## config.mk

```make
export PLATFORM = sky130hd
export DESIGN_NAME = rv_pipeline
export DESIGN_NICKNAME = d
export VERILOG_FILES = /design/src/rv_isa_pkg.sv /design/src/pipe_pkg.sv /design/src/pipe_control.sv /design/src/fetch_stage.sv /design/src/reg_file.sv /design/src/execute_stage.sv /design/src/mem_wb_stage.sv /design/src/rv_pipeline.sv
export SDC_FILE = /design/constraint.sdc
export NUM_CORES = 2
export LEC_CHECK = 0
export ABC_AREA = 0
export BUFFER_PORTS_ARGS = -buffer_cell sky130_fd_sc_hd__buf_2
export CAP_MARGIN = 20
export CORE_MARGIN = 2
export CORE_UTILIZATION = 50
export CTS_CLUSTER_SIZE = 20
export DETAILED_ROUTE_END_ITERATION = 16
export PLACE_DENSITY = 0.73
export SLEW_MARGIN = 20
export SYNTH_ARGS = -nofsm -noshare
export SYNTH_HDL_FRONTEND = slang
export SYNTH_SLANG_ARGS = --single-unit
```

## constraint.sdc

```tcl
create_clock -name clk -period 14.52 [get_ports clk]
set_input_delay 2.904 -clock clk [delete_from_list [all_inputs] [get_ports clk]]
set_output_delay 2.904 -clock clk [all_outputs]
set_load 0.01 [all_outputs]
```

## src/rv_isa_pkg.sv

```systemverilog
// RV32I encodings for the kept subset only: integer ALU ops, lw and sw
// No branch, jump, CSR or sub-word memory encodings live here
`default_nettype none

package rv_isa_pkg;

    // ========================================
    // Major opcodes
    // ========================================
    localparam logic [6:0] opcode_op     = 7'b0110011;
    localparam logic [6:0] opcode_op_imm = 7'b0010011;
    localparam logic [6:0] opcode_load   = 7'b0000011;
    localparam logic [6:0] opcode_store  = 7'b0100011;

    // funct3 values
    localparam logic [2:0] f3_add  = 3'b000;  // Also sub, selected by bit 30
    localparam logic [2:0] f3_sll  = 3'b001;
    localparam logic [2:0] f3_slt  = 3'b010;
    localparam logic [2:0] f3_xor  = 3'b100;
    localparam logic [2:0] f3_sr   = 3'b101;  // srl or sra by bit 30
    localparam logic [2:0] f3_or   = 3'b110;
    localparam logic [2:0] f3_and  = 3'b111;
    localparam logic [2:0] f3_word = 3'b010;  // lw and sw width

    // ALU operations, alu_none makes the ALU output zero
    typedef enum logic [3:0] {
        alu_none = 4'd0,
        alu_sub  = 4'd1,
        alu_and  = 4'd2,
        alu_or   = 4'd3,
        alu_xor  = 4'd4,
        alu_sll  = 4'd5,
        alu_sra  = 4'd6,
        alu_srl  = 4'd7,
        alu_slt  = 4'd8,
        alu_add  = 4'd9
    } alu_op_t;

    localparam logic [31:0] nop_instr = 32'h0000_0013;  // addi x0, x0, 0

endpackage

`default_nettype wire

```

## src/pipe_pkg.sv

```systemverilog
// Datapath widths and the EX operand source select
// Memory addresses are word addresses, byte address bits 31 to 2
`default_nettype none

package pipe_pkg;

    localparam int xlen = 32;

    typedef logic [xlen-1:0] word_t;
    typedef logic [4:0]      reg_addr_t;
    typedef logic [xlen-3:0] mem_addr_t;

    // ========================================
    // Forwarding select for the EX operands
    // ========================================
    typedef enum logic [1:0] {
        fwd_reg = 2'b00,  // Value read from the register file in ID
        fwd_mem = 2'b01,  // ALU result sitting in MEM
        fwd_wb  = 2'b10   // Write-back value
    } fwd_sel_t;

endpackage

`default_nettype wire

```

## src/pipe_control.sv

```systemverilog
// Decode in ID, control bits carried through EX, MEM and WB
// Load-use on rs1, or on rs2 for R-type and sw, costs one bubble
// Opcodes outside the kept subset decode as a bubble
`timescale 1ns/1ps
`default_nettype none

module pipe_control (
    input  logic                clk,
    input  logic                rst_n,
    input  pipe_pkg::word_t     instr,
    output logic                hold,
    output pipe_pkg::reg_addr_t rs1,
    output pipe_pkg::reg_addr_t rs2,
    output rv_isa_pkg::alu_op_t alu_op,
    output logic                alu_src,
    output pipe_pkg::word_t     imm,
    output pipe_pkg::fwd_sel_t  fwd_a,
    output pipe_pkg::fwd_sel_t  fwd_b,
    output logic                mem_read,
    output logic                mem_write,
    output logic                wb_from_mem,
    output logic                wb_we,
    output pipe_pkg::reg_addr_t wb_rd
);
    import rv_isa_pkg::*;
    import pipe_pkg::*;

    logic [6:0] opcode;
    logic [2:0] funct3;
    reg_addr_t  rd;
    logic       is_op, is_op_imm, is_load, is_store;
    logic       reg_we, uses_rs2;

    logic       ex_we, ex_load, ex_store;
    reg_addr_t  ex_rd, ex_rs1, ex_rs2;
    logic       mem_we;
    reg_addr_t  mem_rd;

    // MEM beats WB, x0 never forwards
    function automatic fwd_sel_t pick_src(input reg_addr_t src,
                                          input logic m_we, input reg_addr_t m_rd,
                                          input logic w_we, input reg_addr_t w_rd);
        if (m_we && m_rd != '0 && m_rd == src)
            return fwd_mem;
        else if (w_we && w_rd != '0 && w_rd == src)
            return fwd_wb;
        return fwd_reg;
    endfunction

    // ========================================
    // ID decode
    // ========================================
    assign opcode    = instr[6:0];
    assign funct3    = instr[14:12];
    assign rd        = instr[11:7];
    assign rs1       = instr[19:15];
    assign rs2       = instr[24:20];
    assign is_op     = (opcode == opcode_op);
    assign is_op_imm = (opcode == opcode_op_imm);
    assign is_load   = (opcode == opcode_load);
    assign is_store  = (opcode == opcode_store);
    assign reg_we    = is_op | is_op_imm | is_load;
    assign uses_rs2  = is_op | is_store;
    assign alu_src   = is_op_imm | is_load | is_store;

    always_comb begin
        alu_op = alu_none;
        if (is_op || is_op_imm) begin
            case (funct3)
                f3_add:  alu_op = (is_op && instr[30]) ? alu_sub : alu_add;
                f3_sll:  alu_op = alu_sll;
                f3_slt:  alu_op = alu_slt;
                f3_xor:  alu_op = alu_xor;
                f3_sr:   alu_op = instr[30] ? alu_sra : alu_srl;
                f3_or:   alu_op = alu_or;
                f3_and:  alu_op = alu_and;
                default: alu_op = alu_none;
            endcase
        end else if ((is_load || is_store) && funct3 == f3_word) begin
            alu_op = alu_add;  // Address calculation
        end
    end

    always_comb begin
        if (is_store)
            imm = {{20{instr[31]}}, instr[31:25], instr[11:7]};
        else if (is_op_imm && (funct3 == f3_sll || funct3 == f3_sr))
            imm = {27'b0, instr[24:20]};  // Shift amount
        else
            imm = {{20{instr[31]}}, instr[31:20]};
    end

    // Load in EX feeding the ID instruction
    assign hold = ex_load && ex_rd != '0 &&
                  (ex_rd == rs1 || (uses_rs2 && ex_rd == rs2));

    assign fwd_a = pick_src(ex_rs1, mem_we, mem_rd, wb_we, wb_rd);
    assign fwd_b = pick_src(ex_rs2, mem_we, mem_rd, wb_we, wb_rd);

    // ========================================
    // Control pipeline
    // ========================================
    always_ff @(posedge clk) begin
        if (!rst_n) begin
            ex_we       <= 1'b0;
            ex_load     <= 1'b0;
            ex_store    <= 1'b0;
            ex_rd       <= '0;
            ex_rs1      <= '0;
            ex_rs2      <= '0;
            mem_we      <= 1'b0;
            mem_read    <= 1'b0;
            mem_write   <= 1'b0;
            mem_rd      <= '0;
            wb_we       <= 1'b0;
            wb_from_mem <= 1'b0;
            wb_rd       <= '0;
        end else begin
            ex_we       <= reg_we & ~hold;   // Bubble on load-use
            ex_load     <= is_load & ~hold;
            ex_store    <= is_store & ~hold;
            ex_rd       <= rd;
            ex_rs1      <= rs1;
            ex_rs2      <= rs2;
            mem_we      <= ex_we;
            mem_read    <= ex_load;
            mem_write   <= ex_store;
            mem_rd      <= ex_rd;
            wb_we       <= mem_we;
            wb_from_mem <= mem_read;
            wb_rd       <= mem_rd;
        end
    end

endmodule

`default_nettype wire

```

## src/fetch_stage.sv

```systemverilog
// PC and IF/ID instruction register
// No redirect path, the PC only counts up or holds
`timescale 1ns/1ps
`default_nettype none

module fetch_stage (
    input  logic                clk,
    input  logic                rst_n,
    input  logic                hold,
    input  pipe_pkg::word_t     imem_rdata,
    output pipe_pkg::mem_addr_t imem_addr,
    output pipe_pkg::word_t     instr
);
    import rv_isa_pkg::*;
    import pipe_pkg::*;

    word_t pc;

    assign imem_addr = pc[xlen-1:2];  // Word address of the PC

    always_ff @(posedge clk) begin
        if (!rst_n) begin
            pc    <= '0;
            instr <= nop_instr;
        end else if (!hold) begin
            pc    <= pc + 32'd4;
            instr <= imem_rdata;
        end
    end

endmodule

`default_nettype wire

```

## src/reg_file.sv

```systemverilog
// 32 x 32 register file, two combinational reads, one write at the WB edge
// Reads see the word being written in the same cycle
`timescale 1ns/1ps
`default_nettype none

module reg_file (
    input  logic                clk,
    input  logic                rst_n,
    input  pipe_pkg::reg_addr_t rs1,
    input  pipe_pkg::reg_addr_t rs2,
    output pipe_pkg::word_t     rs1_data,
    output pipe_pkg::word_t     rs2_data,
    input  logic                wb_we,
    input  pipe_pkg::reg_addr_t wb_rd,
    input  pipe_pkg::word_t     wb_data
);
    import pipe_pkg::*;

    word_t regs [32];
    logic  wr_en;

    assign wr_en = wb_we && wb_rd != '0;  // x0 stays zero

    // Write-through on a same-cycle hit
    assign rs1_data = (wr_en && wb_rd == rs1) ? wb_data : regs[rs1];
    assign rs2_data = (wr_en && wb_rd == rs2) ? wb_data : regs[rs2];

    always_ff @(posedge clk) begin
        if (!rst_n) begin
            for (int i = 0; i < 32; i++)
                regs[i] <= '0;
        end else if (wr_en) begin
            regs[wb_rd] <= wb_data;
        end
    end

endmodule

`default_nettype wire

```

## src/execute_stage.sv

```systemverilog
// ID/EX operand registers, forwarding muxes, ALU and EX/MEM registers
// Shifts use the low five bits of the second operand
`timescale 1ns/1ps
`default_nettype none

module execute_stage (
    input  logic                clk,
    input  logic                rst_n,
    input  pipe_pkg::word_t     rs1_data,
    input  pipe_pkg::word_t     rs2_data,
    input  pipe_pkg::word_t     imm,
    input  pipe_pkg::word_t     wb_data,
    input  rv_isa_pkg::alu_op_t alu_op,
    input  logic                alu_src,
    input  logic                hold,
    input  pipe_pkg::fwd_sel_t  fwd_a,
    input  pipe_pkg::fwd_sel_t  fwd_b,
    output pipe_pkg::word_t     mem_result,
    output pipe_pkg::word_t     mem_store_data
);
    import rv_isa_pkg::*;
    import pipe_pkg::*;

    word_t   ex_rs1_data, ex_rs2_data, ex_imm;
    alu_op_t ex_op;
    logic    ex_src;
    word_t   opnd_a, fwd_b_val, opnd_b;
    word_t   alu_out;

    function automatic word_t fwd_mux(input fwd_sel_t sel, input word_t reg_val,
                                      input word_t mem_val, input word_t wb_val);
        case (sel)
            fwd_mem: return mem_val;
            fwd_wb:  return wb_val;
            default: return reg_val;
        endcase
    endfunction

    // ========================================
    // ID/EX
    // ========================================
    always_ff @(posedge clk) begin
        if (!rst_n) begin
            ex_op  <= alu_none;
            ex_src <= 1'b0;
        end else begin
            ex_op  <= hold ? alu_none : alu_op;  // Bubble
            ex_src <= hold ? 1'b0 : alu_src;
        end
    end

    always_ff @(posedge clk) begin
        ex_rs1_data <= rs1_data;
        ex_rs2_data <= rs2_data;
        ex_imm      <= imm;
    end

    assign opnd_a    = fwd_mux(fwd_a, ex_rs1_data, mem_result, wb_data);
    assign fwd_b_val = fwd_mux(fwd_b, ex_rs2_data, mem_result, wb_data);
    assign opnd_b    = ex_src ? ex_imm : fwd_b_val;  // Immediate wins over forwarding

    always_comb begin
        case (ex_op)
            alu_add: alu_out = opnd_a + opnd_b;
            alu_sub: alu_out = opnd_a - opnd_b;
            alu_and: alu_out = opnd_a & opnd_b;
            alu_or:  alu_out = opnd_a | opnd_b;
            alu_xor: alu_out = opnd_a ^ opnd_b;
            alu_sll: alu_out = opnd_a << opnd_b[4:0];
            alu_srl: alu_out = opnd_a >> opnd_b[4:0];
            alu_sra: alu_out = word_t'($signed(opnd_a) >>> opnd_b[4:0]);
            alu_slt: alu_out = {31'b0, $signed(opnd_a) < $signed(opnd_b)};
            default: alu_out = '0;
        endcase
    end

    // EX/MEM, store data is the forwarded rs2
    always_ff @(posedge clk) begin
        mem_result     <= alu_out;
        mem_store_data <= fwd_b_val;
    end

endmodule

`default_nettype wire

```

## src/mem_wb_stage.sv

```systemverilog
// Data memory drive from MEM, MEM/WB registers and write-back select
// dmem_rdata must be valid in the same cycle as dmem_ren
`timescale 1ns/1ps
`default_nettype none

module mem_wb_stage (
    input  logic                clk,
    input  logic                rst_n,
    input  pipe_pkg::word_t     mem_result,
    input  pipe_pkg::word_t     mem_store_data,
    input  logic                mem_read,
    input  logic                mem_write,
    input  logic                wb_from_mem,
    input  pipe_pkg::word_t     dmem_rdata,
    output logic                dmem_ren,
    output logic                dmem_wen,
    output pipe_pkg::mem_addr_t dmem_addr,
    output pipe_pkg::word_t     dmem_wdata,
    output pipe_pkg::word_t     wb_data
);
    import pipe_pkg::*;

    word_t wb_result, wb_load;

    assign dmem_ren   = mem_read;
    assign dmem_wen   = mem_write;
    assign dmem_addr  = mem_result[xlen-1:2];  // Word aligned access only
    assign dmem_wdata = mem_store_data;

    always_ff @(posedge clk) begin
        if (!rst_n) begin
            wb_result <= '0;
            wb_load   <= '0;
        end else begin
            wb_result <= mem_result;
            if (mem_read)
                wb_load <= dmem_rdata;  // Only sample a real read
        end
    end

    assign wb_data = wb_from_mem ? wb_load : wb_result;

endmodule

`default_nettype wire

```

## src/rv_pipeline.sv

```systemverilog
// Five-stage in-order RV32I pipeline, ALU ops plus lw and sw only
// Both memories must answer combinationally in the same cycle
// No branches, no cache stalls, memory words in native order
`timescale 1ns/1ps
`default_nettype none

module rv_pipeline (
    input  logic               clk,
    input  logic               rst_n,
    output pipe_pkg::mem_addr_t imem_addr,
    input  pipe_pkg::word_t     imem_rdata,
    output logic               dmem_ren,
    output logic               dmem_wen,
    output pipe_pkg::mem_addr_t dmem_addr,
    output pipe_pkg::word_t     dmem_wdata,
    input  pipe_pkg::word_t     dmem_rdata
);
    import rv_isa_pkg::*;
    import pipe_pkg::*;

    word_t     instr;
    logic      hold;
    reg_addr_t rs1, rs2;
    word_t     rs1_data, rs2_data;
    alu_op_t   alu_op;
    logic      alu_src;
    word_t     imm;
    fwd_sel_t  fwd_a, fwd_b;
    word_t     mem_result, mem_store_data;
    logic      mem_read, mem_write, wb_from_mem;
    logic      wb_we;
    reg_addr_t wb_rd;
    word_t     wb_data;

    pipe_control i_pipe_control (
        .clk, .rst_n, .instr, .hold, .rs1, .rs2,
        .alu_op, .alu_src, .imm, .fwd_a, .fwd_b,
        .mem_read, .mem_write, .wb_from_mem, .wb_we, .wb_rd
    );

    fetch_stage i_fetch_stage (
        .clk, .rst_n, .hold, .imem_rdata, .imem_addr, .instr
    );

    reg_file i_reg_file (
        .clk, .rst_n, .rs1, .rs2, .rs1_data, .rs2_data, .wb_we, .wb_rd, .wb_data
    );

    execute_stage i_execute_stage (
        .clk, .rst_n, .rs1_data, .rs2_data, .imm, .wb_data, .alu_op, .alu_src,
        .hold, .fwd_a, .fwd_b, .mem_result, .mem_store_data
    );

    mem_wb_stage i_mem_wb_stage (
        .clk, .rst_n, .mem_result, .mem_store_data, .mem_read, .mem_write,
        .wb_from_mem, .dmem_rdata, .dmem_ren, .dmem_wen, .dmem_addr, .dmem_wdata,
        .wb_data
    );

endmodule

`default_nettype wire

```

# After elaboration in Yosys (flattened, before gate mapping)
# Memories as Yosys holds them, arrays and structs flattened. A register that Yosys moved wholly into a read port is not among the register bits.
# Cells that the tools add are included.
word_totals:
  ram_bits: 1024
  mem_count: 1
  regBits: 326
op_classes:
  magnitude_cmp: 1
  n_reduce_logical: 24
  muxes: 35
  n_eq_ne: 31
  bitwise_logic: 13
  shifts: 3
  n_addsub: 3
memory_table:
  columns: ["memory", "words", "width", "read_ports", "rd_clocked_by_memory_dff", "write_ports", "line_no", "source"]
  rows:
  - ["i_reg_file.regs", 32, 32, 2, 2, 32, "reg_file.sv:19", "word_t regs [32];"]
ops:
  columns: ["cell", "count"]
  rows:
  - ["case mux 32 bit (9 select lines)", 1]
  - ["2-to-1 mux 32 bit", 7]
  - ["case mux 32 bit (2 select lines)", 2]
  - ["equality test 5 bit", 8]
  - ["adder 32 x 3 -> 32 bit (second input constant)", 1]
  - ["adder 32 bit", 1]
  - ["bitwise AND 32 bit", 1]
  - ["less-than comparator 32 bit", 1]
  - ["OR 32 bit", 1]
  - ["OR reduction 32 bit", 1]
  - ["left shift 32 x 5 -> 32 bit", 1]
  - [">> shifter 32 x 5 -> 32 bit", 1]
  - [">>> shifter 32 x 5 -> 32 bit", 1]
  - ["subtractor 32 bit", 1]
  - ["bitwise XOR 32 bit", 1]
  - ["case mux 4 bit (7 select lines)", 1]
  - ["2-to-1 mux 5 bit", 5]
  - ["equality test 4 x 3 -> 1 bit (second input constant)", 4]
  - ["nonzero test 5 bit", 3]
  - ["equality test 7 x 6 -> 1 bit (second input constant)", 2]
  - ["logical AND 1 bit", 14]
  - ["equality test 3 bit (second input constant)", 4]
  - ["2-to-1 mux 2 bit", 6]
  - ["2-to-1 mux 4 bit", 3]
  - ["other kinds (16)", 39]

# Longest topological paths before layout
depth:
  word_depth: 11
  depth_mapped: 24

# Cells and area by module
# From an unflattened synthesis, not the netlist that was laid out.
unflattened:
  cells_unflattened: 6012
  hier_area_um2: 74561.5
by_module_without_submodules:
  columns: ["module", "cells_per_inst", "n_inst", "area_per_inst_um2", "seq_area_each_um2"]
  rows:
  - ["reg_file", 3499, 1, 53610.2, 30749.5]
  - ["execute_stage", 1783, 1, 13559.3, 3303.2]
  - ["mem_wb_stage", 271, 1, 3114.2, 1281.2]
  - ["fetch_stage", 274, 1, 2544.9, 1241.2]
  - ["pipe_control", 185, 1, 1732.9, 660.6]

# Worst setup path before layout
# Ideal clock, no wire load.
synth_path:
  path_kind: "register -> register"
  startpoint: "reg i_pipe_control.mem_rd[1]"
  endpoint: "reg i_execute_stage.mem_result[28]"
  slack_ns: 9.150
  stages_incl_launch_ff: 25
  arrival_ns: 5.291
  setup_ns: 0.079
  path_buffers: 4
  cell_sequence: "dfxtp_1 > or4_1 > o21a_1 > and3_4 > buf_6 > o31ai_4 > nand2_2 > clkinv_2 > buf_6 > buf_2 > clkbuf_1 > ha_1 > inv_1 > fa_1 > or2_2 > a221o_1 > a21oi_1 > nor4_1 > o21ai_0 > a31oi_1 > a31oi_1 > a21o_1 > a41oi_1 > or3_1 > o211ai_1"
synth_via:
  elab_chain_len: 10
synth_lines:
  columns: ["element", "line_no", "source"]
  rows:
  - ["start, declared", "pipe_control.sv:37", "reg_addr_t mem_rd;"]
  - ["start signal, assigned", "pipe_control.sv:128", "mem_rd <= ex_rd;"]
  - ["nonzero test 5 bit", "pipe_control.sv:43", "if (m_we && m_rd != '0 && m_rd == src)"]
  - ["logical AND 1 bit (2 in series)", "pipe_control.sv:43", null]
  - ["2-to-1 mux 2 bit or 2-to-1 mux 1 bit (tied branches)", "pipe_control.sv:43", null]
  - ["2-to-1 mux 2 bit", "pipe_control.sv:47", "return fwd_reg;"]
  - ["equality test 2 bit or equality test 2 x 1 -> 1 bit (tied branches)", "execute_stage.sv:32", "case (sel)"]
  - ["case mux 32 bit (2 select lines)", "execute_stage.sv:32", null]
  - ["2-to-1 mux 32 bit", "execute_stage.sv:60", "assign opnd_b = ex_src ? ex_imm : fwd_b_val;"]
  - ["subtractor 32 bit (tied with other cells)", "execute_stage.sv:65", "alu_sub: alu_out = opnd_a - opnd_b;"]
  - ["case mux 32 bit (9 select lines) (*)", "execute_stage.sv:63", "case (ex_op)"]
  - ["via i_execute_stage.alu_out[28]", "execute_stage.sv:28", "word_t alu_out;"]
  - ["end signal, assigned", "execute_stage.sv:79", "mem_result <= alu_out;"]
  - ["end, declared", "execute_stage.sv:18", "output pipe_pkg::word_t mem_result,"]
# The timed path passes the listed nets; every way through them passes the cells marked *.
# A chain may end at the register's enable or synchronous reset.

# Worst setup path after layout
layout_path:
  startpoint: "reg i_pipe_control.wb_rd[2]"
  endpoint: "reg i_execute_stage.mem_result[31]"
layout_via:
  elab_chain_len: 11
layout_lines:
  columns: ["element", "line_no", "source"]
  rows:
  - ["start, declared", "pipe_control.sv:23", "output pipe_pkg::reg_addr_t wb_rd"]
  - ["start signal, assigned", "pipe_control.sv:131", "wb_rd <= mem_rd;"]
  - ["nonzero test 5 bit", "pipe_control.sv:45", "else if (w_we && w_rd != '0 && w_rd == src)"]
  - ["logical AND 1 bit (2 in series)", "pipe_control.sv:45", null]
  - ["2-to-1 mux 1 bit", "pipe_control.sv:45", null]
  - ["2-to-1 mux 1 bit", "pipe_control.sv:43", null]
  - ["2-to-1 mux 2 bit", "pipe_control.sv:47", null]
  - ["equality test 2 bit or equality test 2 x 1 -> 1 bit (tied branches)", "execute_stage.sv:32", null]
  - ["case mux 32 bit (2 select lines)", "execute_stage.sv:32", null]
  - ["2-to-1 mux 32 bit", "execute_stage.sv:60", null]
  - ["subtractor 32 bit (tied with other cells)", "execute_stage.sv:65", null]
  - ["case mux 32 bit (9 select lines) (*)", "execute_stage.sv:63", null]
  - ["via i_execute_stage.alu_out[31]", "execute_stage.sv:28", null]
# Marks and branches as above.

==> summary.txt <==
Power and ir drop
  • Combinational share of power: 19.1%
  • P_int: 6.95 mW
  • Tot Pwr: 9.91 mW
  • Switching share of power: 29.8%
  • Register share of total power: 44.7%
  • P_sw: 2.96 mW
  • VDD IR max: 0.000140 V
  • Leak: 26.5 nW
  • P per Cell Area: 126 nW/um2
  • Clock share of power: 36.2%

Global routing
  • Global route overflow: 0
  • Initial antenna violation count: 6
  • Tot GR Track Use: 33.8%
  • First-pass GRT wire length: 356 mm
  • Vias in the first global route: 50400
  • Largest net degree at the start of global routing: 143

Routing
  • Number of iterations in the first detailed-routing pass: 6
  • WL final: 249 mm
  • Vias/cell: 6.85
  • Initial DRC Count: 8667
  • Via count: 51900
  • Antenna-violating nets left: 0
  • WL/cell: 32.9 um
  • DRC viols: 0

CTS
  • Root buf cell: clkbuf_16
  • H-tree Lvls: 4
  • Postcts setup bufs: 0
  • Clock transition at the registers of the reported paths: 70 ps
  • Max clock buf depth: 3
  • TritonCTS Buffers: 141
  • CTS tree: done
  • # resized after CTS: 0
  • Cts hold-fix bufs: 0
  • Worst-skew pair later-pin latency: 820 ps
  • Clock net sink count: 1338

Setup path
  • Worst EP required: 15120 ps
  • Worst path most repeated cell: buf_4
  • Crit path cell chain: nor3_1 > a211o_1 > nor2_4 > a21oi_1 > a221oi_4 > buf_4 > buf_4 > inv_2 > buf_4 > ha_1 > o311ai_0 > o41a_1 > a2bb2oi_1 > o21bai_1 > a21oi_1 > o31ai_1 > a211oi_1 > a211oi_1 > xnor2_1 > o221ai_1
  • Worst Setup End Kind: flop
  • Type of origin of the critical path: flop
  • Crit-path slowest cell: nor2_4
  • Top Family by Delay on Critical Path: compound AO/OA/AOI/OAI gates
  • CP max FO: 56
  • Crit path kind: flop to flop
  • Critical Path Max Stage Delay: 860 ps
  • WP buf/inv: 4
  • Worst EP arrival: 7930 ps

Timing
  • Post-layout min period: 7320 ps
  • Final-report setup violation count: 0
  • Pins over their slew limit: 0
  • Maximum clock frequency: 137 MHz
  • Worst-Margin Slew: 1310 ps
  • Period utilization: 50.4%
  • Hold Slack: 461 ps
  • Worst slew margin: 11.7%
  • RSZ-0062 raised after global routing: false
  • Final Skew: 69.4 ps
  • Setup_tns: 0 ps
  • Final Hold Violating Endpoints: 0

Yosys
  • Yosys warns: 0
  • Number of flops mapped to enable cells by yosys: 1024
  • Async set-reset flop share out of synthesis: 0%
  • Synth cell types: 93
  • Synthesized area: 71300 um2
  • Syn Area/Cell: 12.6 um2
  • Synth Flop Type: edfxtp_1
  • Number of synthesized register bits: 1338
  • Cells after synthesis: 5648
  • Register area share after synthesis: 51.9%

Placement
  • Placed cell area: 74100 um2
  • Routability cong.: 1.05
  • DP HPWL: 160 mm
  • Port buffer count: 159
  • Placed Cells: 7315

Floorplanning
  • Core box area: 142000 um2
  • Die Y: 382 um
  • # IOs: 160
  • Die area: 146000 um2
  • Chip width: 382 um
  • Initial cell density of the core: 50.4%
  • Row count: 138

Finish
  • Layout cells sized above 1: 23.1%
  • Layout Nets: 5734
  • Fillers: 11200
  • Post-Layout Cell Count: 7576
  • Synth-to-Final Area Change: 10.4%
  • Design Area, Final: 78700 um2

Job
  • Max Cap Violations: 0

Outcome
  • Outcome: completed

Min path
  • Hold WC Path Type: flop to flop
==> final cells by class <==
class	count	area, um2	area share [%]
clock inverter	60	724	0.920
inverter	110	422	0.535
tap	1890	2360	3.00
multi-input combinational	3692	32400	41.2
timing repair buffer	285	1890	2.41
clock buffer	198	3820	4.86
sequential	1338	37100	47.1
antenna	3	7.51	0.00953
==> per-layer routing <==
metal	global-route usage [%]	up-vias	share of wire, %
met5	0	-	0.019
met4	19.0	6	6.9
met3	10.2	767	14
met2	51.2	4302	45
met1	43.5	25800	35
li1	-	21000	-
==> synthesized netlist by cell type (42+ instances only) <==
cell         n  area [um2]
a21oi_1    199         996
dfxtp_1    314        6290
nand2_1    270        1010
and2_1      77         482
a211oi_1    89         668
edfxtp_1  1024       30700
inv_1      104         390
nor2_1    1221        4580
mux2i_1    189        1890
o21ai_0    136         681
xor2_1      43         377
ha_1        98        1230
nand3_1     67         335
buf_1       65         244
mux4_2     642       14500
xnor2_1     42         368
nor2b_1     75         469
clkbuf_1   415        1560
==> final timing paths <==
check / from / endpoint / slack, ps / cells after the start
max: i_pipe_control.wb_rd[2]$_SDFF_PN0_ / i_execute_stage.mem_result[31]$_DFF_P_ / 7200 / 20
min: i_fetch_stage.instr[26]$_SDFFE_PN0N_ / i_execute_stage.ex_imm[6]$_DFF_P_ / 460 / 1
max reg2reg: i_pipe_control.wb_rd[2]$_SDFF_PN0_ / i_execute_stage.mem_result[31]$_DFF_P_ / 7200 / 20
min reg2reg: i_fetch_stage.instr[26]$_SDFFE_PN0N_ / i_execute_stage.ex_imm[6]$_DFF_P_ / 460 / 1
==> power by group through the flow <==
stage                     clock (mW)  sequential, mW  combinational, mW
after floorplan                    0            4.42               1.22
after global placement             0            4.49               1.80
after detailed placement           0            4.50               1.82
after CTS                       3.59            4.42               1.82
after global routing            3.74            4.44               1.97
final                           3.59            4.43               1.89
==> state kept, by name, summed over array words and instances (netlist names), 4 cells and up, named ones only <==
signal and flops:
i_reg_file.regs 1024, i_execute_stage.ex_rs1_data 32, i_execute_stage.ex_rs2_data 32, i_execute_stage.mem_result 32, i_execute_stage.mem_store_data 32, i_fetch_stage.instr 32
i_mem_wb_stage.wb_load 32, i_mem_wb_stage.wb_result 32, i_fetch_stage.pc 30, i_execute_stage.ex_imm 12, i_pipe_control.ex_rd 5, i_pipe_control.ex_rs1 5
i_pipe_control.ex_rs2 5, i_pipe_control.mem_rd 5, i_pipe_control.wb_rd 5, i_execute_stage.ex_op 4
==> through the flow <==
step	utilization [%]	worst slack (ps)
floorplan	-	9150
global placement	52.3	6930
detailed placement	52.4	7590
CTS	55.6	7540
global route	55.6	6980
finish	55.6	7200
==> cell families (layout without fill, tap and decap cells) <==
logic type      Yosys count  count (layout)  share of synthesized area (%)
xor+xnor                 85              85                           1.04
fa+ha+maj               100             100                           1.77
simple gates           1861            1861                           11.0
other cells               1              35                        0.00526
mux                     864             864                           23.5
compound gates          750             750                           7.10
flops                  1338            1338                           51.9
buf+inv                 649             653                           3.74
==> placed cells by master (no fill, tap or decap), types with 33 or more instances in the layout <==
master	instances
nor2_1	1219
edfxtp_1	1024
mux4_2	642
dfxtp_1	301
nand2_1	223
a21oi_1	198
buf_2	158
mux2i_1	157
clkbuf_16	141
o21ai_0	130
buf_4	117
inv_1	104
ha_1	98
a211oi_1	88
and2_1	77
nor2b_1	75
nand3_1	65
clkbuf_1	47
xor2_1	43
xnor2_1	42
nand2_2	40
nor3_1	37
mux2i_4	33
Note: power is estimated with default switching activity, not from simulation.
